$ cat src/design/ex_pkg.sv
`default_nettype none

package ex_pkg;

        localparam int DATA_W     = 32;
        localparam int REG_ADDR_W = 5;
        localparam int SHAMT_W    = 5;
        localparam int IMM_W      = 16;

        localparam logic [REG_ADDR_W-1:0] LINK_REG = 5'd31; // Return address register

        // Main opcode field, bits 31:26 of the instruction
        typedef enum logic [5:0] {
                OP_RTYPE = 6'h00,
                OP_JAL   = 6'h03,
                OP_BEQ   = 6'h04,
                OP_BNE   = 6'h05,
                OP_ADDI  = 6'h08,
                OP_SLTI  = 6'h0a,
                OP_ANDI  = 6'h0c,
                OP_ORI   = 6'h0d,
                OP_XORI  = 6'h0e,
                OP_LUI   = 6'h0f,
                OP_LB    = 6'h20,
                OP_LH    = 6'h21,
                OP_LHU   = 6'h22,
                OP_LW    = 6'h23,
                OP_LWU   = 6'h24,
                OP_LBU   = 6'h25,
                OP_SB    = 6'h28,
                OP_SH    = 6'h29,
                OP_SW    = 6'h2b
        } opcode_e;

        // R-type function field, bits 5:0
        typedef enum logic [5:0] {
                FN_SLL  = 6'h00,
                FN_SRL  = 6'h02,
                FN_SRA  = 6'h03,
                FN_SLLV = 6'h04,
                FN_SRLV = 6'h06,
                FN_SRAV = 6'h07,
                FN_JALR = 6'h09,
                FN_ADD  = 6'h20,
                FN_ADDU = 6'h21,
                FN_SUB  = 6'h22,
                FN_SUBU = 6'h23,
                FN_AND  = 6'h24,
                FN_OR   = 6'h25,
                FN_XOR  = 6'h26,
                FN_NOR  = 6'h27,
                FN_SLT  = 6'h2a
        } funct_e;

        typedef enum logic [3:0] {
                ALU_SLL = 4'h0,
                ALU_SRL = 4'h1,
                ALU_SRA = 4'h2,
                ALU_ADD = 4'h3,
                ALU_SUB = 4'h4,
                ALU_AND = 4'h5,
                ALU_OR  = 4'h6,
                ALU_XOR = 4'h7,
                ALU_NOR = 4'h8,
                ALU_SLT = 4'h9,
                ALU_LUI = 4'ha,
                ALU_BEQ = 4'hb,
                ALU_BNE = 4'hc
        } alu_op_e;

        typedef enum logic [1:0] {
                DEST_NONE = 2'd0,
                DEST_RD   = 2'd1,
                DEST_RT   = 2'd2
        } dest_sel_e;

endpackage

`default_nettype wire

$ cat src/design/ex_id_latch.sv
`timescale 1ns/1ps
`default_nettype none

module ex_id_latch (
        input  wire                                i_clk,
        input  wire                                i_rst_n,
        input  wire                                i_valid,
        input  ex_pkg::opcode_e                    i_opcode,
        input  ex_pkg::funct_e                     i_funct,
        input  wire [ex_pkg::SHAMT_W-1:0]          i_shamt,
        input  wire [ex_pkg::DATA_W-1:0]           i_rs_data,
        input  wire [ex_pkg::DATA_W-1:0]           i_rt_data,
        input  wire [ex_pkg::IMM_W-1:0]            i_imm,
        input  wire [ex_pkg::REG_ADDR_W-1:0]       i_rt_addr,
        input  wire [ex_pkg::REG_ADDR_W-1:0]       i_rd_addr,
        input  wire [ex_pkg::DATA_W-1:0]           i_pc_link,
        output logic                               o_valid,
        output ex_pkg::opcode_e                    o_opcode,
        output ex_pkg::funct_e                     o_funct,
        output logic [ex_pkg::SHAMT_W-1:0]         o_shamt,
        output logic [ex_pkg::DATA_W-1:0]          o_rs_data,
        output logic [ex_pkg::DATA_W-1:0]          o_rt_data,
        output logic [ex_pkg::DATA_W-1:0]          o_imm_ext,
        output logic                               o_imm_sel,
        output ex_pkg::dest_sel_e                  o_dest_sel,
        output logic                               o_mem_rd,
        output logic                               o_mem_wr,
        output logic [ex_pkg::REG_ADDR_W-1:0]      o_rt_addr,
        output logic [ex_pkg::REG_ADDR_W-1:0]      o_rd_addr,
        output logic [ex_pkg::DATA_W-1:0]          o_pc_link
);
        import ex_pkg::*;

        logic              zero_ext;
        logic              is_load;
        logic              is_store;
        logic              imm_sel;
        dest_sel_e         dest_sel;
        logic [DATA_W-1:0] imm_ext;

        always_comb begin
                zero_ext = (i_opcode inside {OP_ANDI, OP_ORI, OP_XORI}); // Logical immediates
                is_load  = (i_opcode inside {OP_LB, OP_LH, OP_LHU, OP_LW, OP_LWU, OP_LBU});
                is_store = (i_opcode inside {OP_SB, OP_SH, OP_SW});
                imm_sel  = !(i_opcode inside {OP_RTYPE, OP_JAL, OP_BEQ, OP_BNE});
                imm_ext  = zero_ext ? {{(DATA_W-IMM_W){1'b0}}, i_imm}
                                    : {{(DATA_W-IMM_W){i_imm[IMM_W-1]}}, i_imm};
                if (i_opcode == OP_RTYPE) begin
                        dest_sel = DEST_RD;
                end else if (i_opcode inside {OP_ADDI, OP_SLTI, OP_ANDI, OP_ORI,
                                              OP_XORI, OP_LUI}) begin
                        dest_sel = DEST_RT;
                end else begin
                        dest_sel = DEST_NONE; // Branches, JAL, memory ops
                end
        end

        always_ff @(posedge i_clk) begin
                if (!i_rst_n) begin
                        o_valid  <= 1'b0;
                        o_mem_rd <= 1'b0;
                        o_mem_wr <= 1'b0;
                end else begin
                        o_valid  <= i_valid;
                        o_mem_rd <= i_valid & is_load;  // No strobe on a bubble
                        o_mem_wr <= i_valid & is_store;
                end
        end

        always_ff @(posedge i_clk) begin
                if (i_valid) begin
                        o_opcode   <= i_opcode;
                        o_funct    <= i_funct;
                        o_shamt    <= i_shamt;
                        o_rs_data  <= i_rs_data;
                        o_rt_data  <= i_rt_data;
                        o_imm_ext  <= imm_ext;
                        o_imm_sel  <= imm_sel;
                        o_dest_sel <= dest_sel;
                        o_rt_addr  <= i_rt_addr;
                        o_rd_addr  <= i_rd_addr;
                        o_pc_link  <= i_pc_link;
                end
        end

endmodule

`default_nettype wire

$ cat src/design/alu_control.sv
`timescale 1ns/1ps
`default_nettype none

module alu_control (
        input  ex_pkg::funct_e   i_funct_code,
        input  ex_pkg::opcode_e  i_alu_op,
        output ex_pkg::alu_op_e  o_alu_ctrl,
        output logic             o_shamt_ctrl, // 0 takes the shamt field, 1 takes rs
        output logic             o_r31_ctrl,
        output logic             o_illegal
);
        import ex_pkg::*;

        always_comb begin
                o_alu_ctrl   = ALU_ADD;
                o_shamt_ctrl = 1'b0;
                o_r31_ctrl   = 1'b0;
                o_illegal    = 1'b0;

                case (i_alu_op)
                        OP_RTYPE: begin
                                case (i_funct_code)
                                        FN_SLL:  o_alu_ctrl = ALU_SLL;
                                        FN_SRL:  o_alu_ctrl = ALU_SRL;
                                        FN_SRA:  o_alu_ctrl = ALU_SRA;
                                        FN_SLLV: begin
                                                o_alu_ctrl   = ALU_SLL;
                                                o_shamt_ctrl = 1'b1; // Amount from rs
                                        end
                                        FN_SRLV: begin
                                                o_alu_ctrl   = ALU_SRL;
                                                o_shamt_ctrl = 1'b1;
                                        end
                                        FN_SRAV: begin
                                                o_alu_ctrl   = ALU_SRA;
                                                o_shamt_ctrl = 1'b1;
                                        end
                                        FN_JALR: o_r31_ctrl = 1'b1; // Link value goes to r31
                                        FN_ADD,
                                        FN_ADDU: o_alu_ctrl = ALU_ADD; // No overflow trap
                                        FN_SUB,
                                        FN_SUBU: o_alu_ctrl = ALU_SUB;
                                        FN_AND:  o_alu_ctrl = ALU_AND;
                                        FN_OR:   o_alu_ctrl = ALU_OR;
                                        FN_XOR:  o_alu_ctrl = ALU_XOR;
                                        FN_NOR:  o_alu_ctrl = ALU_NOR;
                                        FN_SLT:  o_alu_ctrl = ALU_SLT;
                                        default: o_illegal  = 1'b1;
                                endcase
                        end
                        // Effective address is rs plus offset
                        OP_LB, OP_LH, OP_LHU, OP_LW, OP_LWU, OP_LBU,
                        OP_SB, OP_SH, OP_SW: o_alu_ctrl = ALU_ADD;
                        OP_ADDI: o_alu_ctrl = ALU_ADD;
                        OP_SLTI: o_alu_ctrl = ALU_SLT;
                        OP_ANDI: o_alu_ctrl = ALU_AND;
                        OP_ORI:  o_alu_ctrl = ALU_OR;
                        OP_XORI: o_alu_ctrl = ALU_XOR;
                        OP_LUI:  o_alu_ctrl = ALU_LUI;
                        OP_BEQ:  o_alu_ctrl = ALU_BEQ;
                        OP_BNE:  o_alu_ctrl = ALU_BNE;
                        OP_JAL:  o_r31_ctrl = 1'b1;
                        default: o_illegal  = 1'b1; // Unknown opcode
                endcase
        end

endmodule

`default_nettype wire

$ cat src/design/ex_alu.sv
`timescale 1ns/1ps
`default_nettype none

module ex_alu (
        input  ex_pkg::alu_op_e                 i_alu_ctrl,
        input  wire                             i_shamt_ctrl,
        input  wire                             i_imm_sel,
        input  wire [ex_pkg::SHAMT_W-1:0]       i_shamt,
        input  wire [ex_pkg::DATA_W-1:0]        i_rs_data,
        input  wire [ex_pkg::DATA_W-1:0]        i_rt_data,
        input  wire [ex_pkg::DATA_W-1:0]        i_imm_ext,
        output logic [ex_pkg::DATA_W-1:0]       o_result,
        output logic                            o_branch_cond
);
        import ex_pkg::*;

        logic [DATA_W-1:0]  op_a;
        logic [DATA_W-1:0]  op_b;
        logic [SHAMT_W-1:0] shift_amt;

        assign op_a      = i_rs_data;
        assign op_b      = i_imm_sel ? i_imm_ext : i_rt_data;
        assign shift_amt = i_shamt_ctrl ? i_rs_data[SHAMT_W-1:0] : i_shamt; // Only low bits of rs

        always_comb begin
                o_branch_cond = 1'b0;
                case (i_alu_ctrl)
                        ALU_SLL: o_result = op_b << shift_amt;
                        ALU_SRL: o_result = op_b >> shift_amt;
                        ALU_SRA: o_result = $unsigned($signed(op_b) >>> shift_amt);
                        ALU_ADD: o_result = op_a + op_b;
                        ALU_SUB: o_result = op_a - op_b;
                        ALU_AND: o_result = op_a & op_b;
                        ALU_OR:  o_result = op_a | op_b;
                        ALU_XOR: o_result = op_a ^ op_b;
                        ALU_NOR: o_result = ~(op_a | op_b);
                        ALU_SLT: o_result = {{(DATA_W-1){1'b0}}, $signed(op_a) < $signed(op_b)};
                        ALU_LUI: o_result = {op_b[IMM_W-1:0], {(DATA_W-IMM_W){1'b0}}};
                        ALU_BEQ: begin
                                o_result      = '0;
                                o_branch_cond = (i_rs_data == i_rt_data);
                        end
                        ALU_BNE: begin
                                o_result      = '0;
                                o_branch_cond = (i_rs_data != i_rt_data);
                        end
                        default: o_result = '0;
                endcase
        end

endmodule

`default_nettype wire

$ cat src/design/ex_result_latch.sv
`timescale 1ns/1ps
`default_nettype none

module ex_result_latch (
        input  wire                             i_clk,
        input  wire                             i_rst_n,
        input  wire                             i_valid,
        input  wire [ex_pkg::DATA_W-1:0]        i_alu_result,
        input  wire                             i_branch_cond,
        input  wire                             i_r31_ctrl,
        input  wire                             i_illegal,
        input  ex_pkg::dest_sel_e               i_dest_sel,
        input  wire                             i_mem_rd,
        input  wire                             i_mem_wr,
        input  wire [ex_pkg::REG_ADDR_W-1:0]    i_rt_addr,
        input  wire [ex_pkg::REG_ADDR_W-1:0]    i_rd_addr,
        input  wire [ex_pkg::DATA_W-1:0]        i_pc_link,
        input  ex_pkg::alu_op_e                 i_alu_op,
        output logic                            o_valid,
        output logic [ex_pkg::DATA_W-1:0]       o_result,
        output logic [ex_pkg::REG_ADDR_W-1:0]   o_wr_addr,
        output logic                            o_wr_en,
        output logic                            o_mem_rd,
        output logic                            o_mem_wr,
        output logic                            o_branch_taken
);
        import ex_pkg::*;

        logic                  live;
        logic                  is_branch;
        logic [REG_ADDR_W-1:0] wr_addr;

        assign live      = i_valid & ~i_illegal; // Illegal ops retire with no side effects
        assign is_branch = (i_alu_op == ALU_BEQ) || (i_alu_op == ALU_BNE);

        always_comb begin
                if (i_r31_ctrl)
                        wr_addr = LINK_REG;
                else if (i_dest_sel == DEST_RT)
                        wr_addr = i_rt_addr;
                else
                        wr_addr = i_rd_addr;
        end

        always_ff @(posedge i_clk) begin
                if (!i_rst_n) begin
                        o_valid        <= 1'b0;
                        o_wr_en        <= 1'b0;
                        o_mem_rd       <= 1'b0;
                        o_mem_wr       <= 1'b0;
                        o_branch_taken <= 1'b0;
                end else begin
                        o_valid        <= i_valid;
                        o_wr_en        <= live & (i_r31_ctrl | (i_dest_sel != DEST_NONE));
                        o_mem_rd       <= live & i_mem_rd;
                        o_mem_wr       <= live & i_mem_wr;
                        o_branch_taken <= live & is_branch & i_branch_cond;
                end
        end

        always_ff @(posedge i_clk) begin
                if (i_valid) begin
                        o_result  <= i_r31_ctrl ? i_pc_link : i_alu_result;
                        o_wr_addr <= wr_addr;
                end
        end

endmodule

`default_nettype wire

$ cat src/design/ex_stage.sv
`timescale 1ns/1ps
`default_nettype none

module ex_stage (
        input  wire                             i_clk,
        input  wire                             i_rst_n,
        input  wire                             i_valid,
        input  ex_pkg::opcode_e                 i_opcode,
        input  ex_pkg::funct_e                  i_funct,
        input  wire [ex_pkg::SHAMT_W-1:0]       i_shamt,
        input  wire [ex_pkg::DATA_W-1:0]        i_rs_data,
        input  wire [ex_pkg::DATA_W-1:0]        i_rt_data,
        input  wire [ex_pkg::IMM_W-1:0]         i_imm,
        input  wire [ex_pkg::REG_ADDR_W-1:0]    i_rt_addr,
        input  wire [ex_pkg::REG_ADDR_W-1:0]    i_rd_addr,
        input  wire [ex_pkg::DATA_W-1:0]        i_pc_link,
        output logic                            o_valid,
        output logic [ex_pkg::DATA_W-1:0]       o_result,
        output logic [ex_pkg::REG_ADDR_W-1:0]   o_wr_addr,
        output logic                            o_wr_en,
        output logic                            o_mem_rd,
        output logic                            o_mem_wr,
        output logic                            o_branch_taken
);
        import ex_pkg::*;

        // ID/EX register outputs
        logic                  id_valid;
        opcode_e               id_opcode;
        funct_e                id_funct;
        logic [SHAMT_W-1:0]    id_shamt;
        logic [DATA_W-1:0]     id_rs_data;
        logic [DATA_W-1:0]     id_rt_data;
        logic [DATA_W-1:0]     id_imm_ext;
        logic                  id_imm_sel;
        dest_sel_e             id_dest_sel;
        logic                  id_mem_rd;
        logic                  id_mem_wr;
        logic [REG_ADDR_W-1:0] id_rt_addr;
        logic [REG_ADDR_W-1:0] id_rd_addr;
        logic [DATA_W-1:0]     id_pc_link;

        alu_op_e               alu_ctrl;
        logic                  shamt_ctrl;
        logic                  r31_ctrl;
        logic                  illegal;
        logic [DATA_W-1:0]     alu_result;
        logic                  branch_cond;

        ex_id_latch id_latch_inst (
                .i_clk      (i_clk),       .i_rst_n   (i_rst_n),
                .i_valid    (i_valid),     .i_opcode  (i_opcode),
                .i_funct    (i_funct),     .i_shamt   (i_shamt),
                .i_rs_data  (i_rs_data),   .i_rt_data (i_rt_data),
                .i_imm      (i_imm),       .i_rt_addr (i_rt_addr),
                .i_rd_addr  (i_rd_addr),   .i_pc_link (i_pc_link),
                .o_valid    (id_valid),    .o_opcode  (id_opcode),
                .o_funct    (id_funct),    .o_shamt   (id_shamt),
                .o_rs_data  (id_rs_data),  .o_rt_data (id_rt_data),
                .o_imm_ext  (id_imm_ext),  .o_imm_sel (id_imm_sel),
                .o_dest_sel (id_dest_sel), .o_mem_rd  (id_mem_rd),
                .o_mem_wr   (id_mem_wr),   .o_rt_addr (id_rt_addr),
                .o_rd_addr  (id_rd_addr),  .o_pc_link (id_pc_link)
        );

        alu_control alu_control_inst (
                .i_funct_code (id_funct),
                .i_alu_op     (id_opcode),
                .o_alu_ctrl   (alu_ctrl),
                .o_shamt_ctrl (shamt_ctrl),
                .o_r31_ctrl   (r31_ctrl),
                .o_illegal    (illegal)
        );

        ex_alu alu_inst (
                .i_alu_ctrl    (alu_ctrl),   .i_shamt_ctrl (shamt_ctrl),
                .i_imm_sel     (id_imm_sel), .i_shamt      (id_shamt),
                .i_rs_data     (id_rs_data), .i_rt_data    (id_rt_data),
                .i_imm_ext     (id_imm_ext), .o_result     (alu_result),
                .o_branch_cond (branch_cond)
        );

        ex_result_latch result_latch_inst (
                .i_clk         (i_clk),       .i_rst_n        (i_rst_n),
                .i_valid       (id_valid),    .i_alu_result   (alu_result),
                .i_branch_cond (branch_cond), .i_r31_ctrl     (r31_ctrl),
                .i_illegal     (illegal),     .i_dest_sel     (id_dest_sel),
                .i_mem_rd      (id_mem_rd),   .i_mem_wr       (id_mem_wr),
                .i_rt_addr     (id_rt_addr),  .i_rd_addr      (id_rd_addr),
                .i_pc_link     (id_pc_link),  .i_alu_op       (alu_ctrl),
                .o_valid       (o_valid),     .o_result       (o_result),
                .o_wr_addr     (o_wr_addr),   .o_wr_en        (o_wr_en),
                .o_mem_rd      (o_mem_rd),    .o_mem_wr       (o_mem_wr),
                .o_branch_taken(o_branch_taken)
        );

endmodule

`default_nettype wire

$ cat config.mk
export PLATFORM = sky130hd
export DESIGN_NAME = ex_stage
export DESIGN_NICKNAME = d
export VERILOG_FILES = /design/src/design/ex_pkg.sv /design/src/design/ex_id_latch.sv /design/src/design/alu_control.sv /design/src/design/ex_alu.sv /design/src/design/ex_result_latch.sv /design/src/design/ex_stage.sv
export SDC_FILE = /design/constraint.sdc
export NUM_CORES = 1
export LEC_CHECK = 0
export BUFFER_PORTS_ARGS = -buffer_cell sky130_fd_sc_hd__buf_2
export CORE_MARGIN = 2
export CORE_UTILIZATION = 25
export CTS_CLUSTER_SIZE = 25
export DETAILED_ROUTE_END_ITERATION = 8
export HOLD_SLACK_MARGIN = 0.15
export PLACE_DENSITY = 0.47
export SLEW_MARGIN = 20
export SYNTH_ARGS = -nofsm -noshare
export SYNTH_HDL_FRONTEND = slang
export SYNTH_HIERARCHICAL = 1
export SYNTH_SLANG_ARGS = --single-unit
$ cat constraint.sdc
create_clock -name i_clk -period 6.3 [get_ports i_clk]
set_clock_uncertainty 0.1 [all_clocks]
set_input_delay 0.315 -clock i_clk [delete_from_list [all_inputs] [get_ports i_clk]]
set_output_delay 0.315 -clock i_clk [all_outputs]
set_load 0.05 [all_outputs]
# After elaboration in Yosys (flattened, before gate mapping)
# Cells that the tools add are included.
[totals] word_cells=142 in_bits=142 register_bits=188 out_inout_bits=42
[op_classes] shift=3 add_sub_neg=2 muxes=15 bitwise=14 n_eq_ne=66 n_reduce_logical=19 n_lt_le_gt_ge=1
[op_table] operator="$pmux 32 s11" count=1
[op_table] operator="$eq 6x6->1 const B" count=27
[op_table] operator="$eq 6x4->1 const B" count=13
[op_table] operator="$mux 32" count=2
[op_table] operator="$eq 6x3->1 const B" count=7
[op_table] operator="$pmux 4 s9" count=1
[op_table] operator="$add 32x32->32" count=1
[op_table] operator="$and 32x32->32" count=1
[op_table] operator="$eq 32x32->1" count=1
[op_table] operator="$lt 32x32->1" count=1
[op_table] operator="$ne 32x32->1" count=1
[op_table] operator="$not 32->32" count=1
[op_table] operator="$or 32x32->32" count=1
[op_table] operator="$pmux 4 s8" count=1
[op_table] operator="$shl 32x5->32" count=1
[op_table] operator="$shr 32x5->32" count=1
[op_table] operator="$sshr 32x5->32" count=1
[op_table] operator="$sub 32x32->32" count=1
[op_table] operator="$xor 32x32->32" count=1
[op_table] operator="$eq 6x2->1 const B" count=4
[op_table] operator="$eq 4x4->1 const B" count=5
[op_table] operator="$logic_not 6->1" count=3
[op_table] operator="$reduce_or 18->1" count=1
[op_table] operator="$eq 4x3->1 const B" count=4
[op_table] operator="other kinds (20)" count=39

# Longest topological paths before layout
[logic_depth] depth_word=8 depth_mapped=17 mapped_depth_nobuf=15

# Cells and area by module
# The synthesis kept the hierarchy.
[by_module_without_submodules] module="ex_alu" cells_per_inst=1418 instances=1 area_per_inst_um2=9389.0 seq_area_each_um2=0.0
[by_module_without_submodules] module="ex_id_latch" cells_per_inst=177 instances=1 area_per_inst_um2=4583.1 seq_area_each_um2=4354.2
[by_module_without_submodules] module="ex_result_latch" cells_per_inst=107 instances=1 area_per_inst_um2=1791.7 seq_area_each_um2=1211.2
[by_module_without_submodules] module="alu_control" cells_per_inst=63 instances=1 area_per_inst_um2=441.7 seq_area_each_um2=0.0

# Worst setup path before layout
# No wires, ideal clock.
[synth_path] path_kind="register -> register" from="register id_latch_inst.o_opcode[3]" to="register result_latch_inst/o_result[2] (netlist bit) (data pin)" stages_incl_launch_ff=17 synth_period_minus_slack_ns=4.509 t_required_ns=5.940 path_slack_ns=1.791 n_path_buf=4 arrival_time_ns=4.149 setup_time_ns=0.260 path_cell_list="edfxtp_1 -> buf_6 -> or4_4 -> or4b_4 -> a2111oi_4 -> buf_4 -> mux2i_4 -> buf_4 -> buf_4 -> mux2_2 -> mux2i_1 -> nand2_1 -> o311ai_0 -> o21ai_0 -> a221oi_1 -> o21ai_0 -> mux2_2"
[synth_via] elab_chain_len=6 word_cells_on_any_way=29 cone_classes="eq/ne: 18; shift: 3; mux: 6; reduce/logical: 2"
[synth_rtl] element="start: declaration" line="ex_id_latch.sv:18" rtl="output ex_pkg::opcode_e o_opcode,"
[synth_rtl] element="start signal: assignment" line="ex_id_latch.sv:72" rtl="o_opcode <= i_opcode;"
[synth_rtl] element="$logic_not 6->1 (*)" line="alu_control.sv:20" rtl="case (i_alu_op)"
[synth_rtl] element="$mux 1 (*)" line="alu_control.sv:20"
[synth_rtl] element="net shamt_ctrl" line="ex_stage.sv:44" rtl="logic shamt_ctrl;"
[synth_rtl] element="$mux 5 (*)" line="ex_alu.sv:23" rtl="assign shift_amt = i_shamt_ctrl ? i_rs_data[SHAMT_W-1:0] : i_shamt;"
[synth_rtl] element="$sshr 32x5->32, or another cell as far along" line="ex_alu.sv:30" rtl="ALU_SRA: o_result = $unsigned($signed(op_b) >>> shift_amt);"
[synth_rtl] element="$pmux 32 s11 (*)" line="ex_alu.sv:27" rtl="case (i_alu_ctrl)"
[synth_rtl] element="net alu_result[2]" line="ex_stage.sv:47" rtl="logic [DATA_W-1:0] alu_result;"
[synth_rtl] element="$mux 32 (*)" line="ex_result_latch.sv:63" rtl="o_result <= i_r31_ctrl ? i_pc_link : i_alu_result;"
[synth_rtl] element="end signal: assignment" line="ex_result_latch.sv:63"
[synth_rtl] element="end: declaration" line="ex_result_latch.sv:20" rtl="output logic [ex_pkg::DATA_W-1:0] o_result,"
# The timed path passes the listed nets; every way through them passes the cells marked *.
# A chain may end at the register's enable or synchronous reset.

# Final worst setup path
[layout_path] from="register id_latch_inst.o_opcode[1]" to="register result_latch_inst/o_result[23] (netlist bit) (data pin)"
# The elaborated chain is that of the path after synthesis.

==> results.rst <==
.. list-table::
   :header-rows: 1

   * - Metric
     - Value
   * - Post-route total power
     - about 4.9 mW
   * - Static leakage
     - around 8.3 nW
   * - RSZ-0062 raised after global routing
     - false
   * - Synthesized area divided by synthesized cell count
     - ~9.2 um2
   * - Placeable core area
     - between 0.06 and 0.07 mm2
   * - Total count of hold-check failures in the final report
     - 0
   * - 1st-iter DRT viols
     - roughly 1900
   * - Worst-case setup slack after placement
     - 552 ps
   * - Yosys synthesis warning count
     - 6
   * - Cell taking the most area after synthesis
     - sky130_fd_sc_hd__edfxtp_1
   * - Result of the run
     - finished clean
   * - Required time reported for the critical path endpoint
     - between 6000 and 7000 ps
   * - Top cell type's share of synthesized area
     - 33.4%
   * - Combined area of all synthesized cells
     - ~0.016 mm2
   * - Number of port buffers
     - roughly 180
   * - Initial Util
     - between 20% and 30%
   * - Final standard cell area without fillers
     - around 0.020 mm2
   * - Post-synthesis sequential element count
     - roughly 190
   * - Max-cap violations
     - 0
   * - Synthesized netlist cell count
     - about 1800
   * - Prevailing post-synth register cell
     - sky130_fd_sc_hd__edfxtp_1
   * - Routed via count
     - 16200
   * - Crit-path most repeated cell
     - sky130_fd_sc_hd__buf_4
   * - Critical Path Fanout Max
     - 23
   * - Vias in the first global route
     - 15700
   * - Final total negative setup slack
     - 0 ps
   * - Die area
     - between 0.06 and 0.07 mm2
   * - Worst setup path class
     - register to register
   * - Total global-route track usage
     - approximately 23%
   * - Worst-Margin Slew
     - between 1000 and 1500 ps
   * - Post-detailed-route wirelength per cell
     - around 26 um
   * - Largest stage delay, worst path
     - between 600 and 700 ps
   * - Crit-path slowest cell
     - sky130_fd_sc_hd__or4_4
   * - Post-synthesis async set-or-reset flop share
     - 0%
   * - Largest voltage drop on the vdd net
     - 0.230 mV
   * - Number of enable-type register cells in the synthesized netlist
     - between 150 and 200
   * - DRC violation count after routing
     - 0
   * - Net count, final
     - approximately 2300
   * - Site row count
     - between 90 and 100
   * - Final WL
     - 76.2 mm
   * - Source-to-sink clock delay at the later pin of the worst-skew pair
     - ~510 ps
   * - Post-detail-place hpwl
     - 59.8 mm
   * - Clock buffers created by TritonCTS
     - 17
   * - Remaining global-route overflow
     - 0
   * - Largest net degree at the start of global routing
     - 83
   * - Antenna violations before repair
     - 2
   * - CTS HTree Levels
     - 4
   * - Max clock buf depth
     - 2
   * - Count of pins over their slew limit
     - 0
   * - Portion of the clock cycle consumed by the worst path in the final layout
     - between 90 and 100%
   * - Number of top-level pins
     - roughly 180
   * - Post-CTS setup repair buffer count
     - 0
   * - Achievable frequency
     - 171 MHz
   * - Commonest cells in the synthesized netlist
     - sky130_fd_sc_hd__edfxtp_1, sky130_fd_sc_hd__nor2_1, sky130_fd_sc_hd__mux2i_1
   * - Antenna cell count
     - 0
   * - CP Cell Sequence
     - or4_4, or4b_4, a2111oi_4, buf_4, buf_4, mux2_2, buf_4, mux2_2, mux2i_1, buf_4, o2111ai_1, a221oi_1, o21ai_0, mux2_2
   * - DRT antenna net count
     - 0
   * - Number of different library cells in the post-synthesis netlist
     - 95
   * - Worst hold path type
     - input port to register
   * - Global-route wire length before repair
     - between 100 and 150 mm
   * - TritonCTS clock tree
     - yes
   * - Most numerous cell in the Yosys netlist
     - sky130_fd_sc_hd__edfxtp_1
   * - Height of the chip
     - ~260 um
   * - Average vias per placed instance
     - 5.49
   * - Clk sink count
     - 188
   * - Weighted congestion reported at the end of routability-driven placement
     - 1.01
   * - Root buf cell
     - sky130_fd_sc_hd__clkbuf_16
   * - Cell area reported after detailed placement
     - about 0.018 mm2
   * - Final setup margin
     - about 440 ps
   * - Number of iterations in the first detailed-routing pass
     - 7
   * - PD cells
     - between 200 and 250 mW/mm2
   * - Final setup viols
     - 0
   * - Cells taking the most area after synthesis
     - sky130_fd_sc_hd__edfxtp_1, sky130_fd_sc_hd__mux2i_1, sky130_fd_sc_hd__ha_1
   * - Arr. time, crit path
     - roughly 6000 ps
   * - Worst setup EP type
     - register
   * - Synthesized netlist net count
     - between 2000 and 2500
   * - Sequential share of the synthesized area
     - between 30% and 40%
   * - Worst Setup Start Kind
     - register
   * - Clock transition at the register clock pins on the worst setup and hold paths after CTS
     - ~90 ps
   * - Min Clock Period, post-route
     - between 5000 and 6000 ps
   * - Overall die width
     - ~260 um
   * - Area growth syn-to-layout
     - 26.3%
   * - Rel. slew slack
     - 25.5%
   * - Proportion of layout cells with a drive suffix above 1
     - between 10% and 20%
==> where the power goes <==
| part | total [mW] | internal (mW) | switching [mW] |
|---|---|---|---|
| clock | 1.13 | 0.534 | 0.597 |
| sequential | 1.61 | 1.51 | 0.0971 |
| combinational | 2.13 | 0.745 | 1.39 |
==> sequential cells by signal (all words and copies together) (netlist names) <==
name / flops
result_latch_inst/o_wr_addr: 5
id_latch_inst/o_mem_rd: 1
result_latch_inst/o_mem_wr: 1
id_latch_inst/o_rs_data: 32
id_latch_inst/o_opcode: 6
result_latch_inst/o_branch_taken: 1
id_latch_inst/o_dest_sel: 2
id_latch_inst/o_mem_wr: 1
result_latch_inst/o_wr_en: 1
id_latch_inst/o_pc_link: 32
id_latch_inst/o_rt_data: 32
result_latch_inst/o_mem_rd: 1
id_latch_inst/o_rt_addr: 5
result_latch_inst/o_result: 32
id_latch_inst/o_funct: 6
id_latch_inst/o_imm_sel: 1
id_latch_inst/o_shamt: 5
result_latch_inst/o_valid: 1
id_latch_inst/o_valid: 1
id_latch_inst/o_imm_ext: 17
id_latch_inst/o_rd_addr: 5
==> path summary, 6_finish.rpt <==
path | depth (start not counted) | slack (ps) | start | to
setup / recovery | 14 | 440 | id_latch_inst/o_opcode[1]$_DFFE_PP_ | result_latch_inst/o_result[23]$_DFFE_PP_
hold / removal | 1 | 280 | i_valid | id_latch_inst/o_pc_link[30]$_DFFE_PP_
setup reg to reg | 14 | 440 | id_latch_inst/o_opcode[1]$_DFFE_PP_ | result_latch_inst/o_result[23]$_DFFE_PP_
hold reg to reg | 2 | 330 | id_latch_inst/o_mem_wr$_SDFF_PN0_ | result_latch_inst/o_mem_wr$_SDFF_PN0_
==> timing repair <==
action | 4_1_cts | 5_1_grt
endpoints found under the hold margin | 148 | 0
resized for setup | 0 | 0
hold buffers | 142 | 0
==> cells in the final DEF, fill, tap and decap left out, drive strengths merged, types with 13 or more instances in the layout <==
master	n
o221ai	16
o22ai	17
nand2b	18
a31oi	18
a211oi	23
edfxtp	180
nand3	31
nor3	25
xor2	34
o21bai	17
mux2	50
nor2b	13
nor2	153
clkbuf	17
dlygate4sd3	142
a221o	14
nor4	20
ha	98
inv	115
a21oi	128
mux2i	151
nand4	14
o21a	13
o21ai	109
a21o	15
buf	282
a221oi	34
nand2	145
o211ai	35
==> cells by family after synthesis <==
logic type | after synthesis | synth area share (%)
AOI/OAI and AO/OA | 528 | 22.4
and+or+nand+nor | 475 | 13.9
buffers and inverters | 232 | 6.37
muxes | 202 | 13.0
DFF | 188 | 34.3
adders and majority gates | 100 | 7.81
xor gates and xnor gates | 40 | 2.16
==> metal layers <==
metal | GRT usage, % | share of wire (%) | up-vias | wire length, um
li1 | - | - | 7301 | -
met4 | 9.07 | 3.9 | 4 | 2960
met5 | 0 | 0.035 | - | 27
met1 | 30.7 | 44 | 8004 | 33600
met2 | 35.5 | 45 | 755 | 34300
met3 | 3.68 | 6.9 | 129 | 5270
==> cell type report <==
type,count,area [um2]
multi-input combinational,1345,9710
fill,6778,43800
timing repair buffer,424,3120
inverter,108,405
clock inverter,15,170
clock buffer,17,425
sequential,188,5570
tap,855,1070
==> worst max-delay path: cells and delay by family, from the launching register on <==
family | cells | cell delay, ps
buffers and inverters | 4 | 1080
and+or+nand+nor | 2 | 1180
DFF | 1 | 540
muxes | 4 | 1480
AOI/OAI and AO/OA | 4 | 1190
==> metrics by stage <==
stage,hold WS [ps],util [%],instances
global route,315,31.9,2952
floorplan,286,-,1765
CTS,293,31.9,2952
finish,278,31.9,2952
global placement,302,28.7,2778
detailed placement,303,28.7,2778
Note: power is estimated with default switching activity, not from simulation.
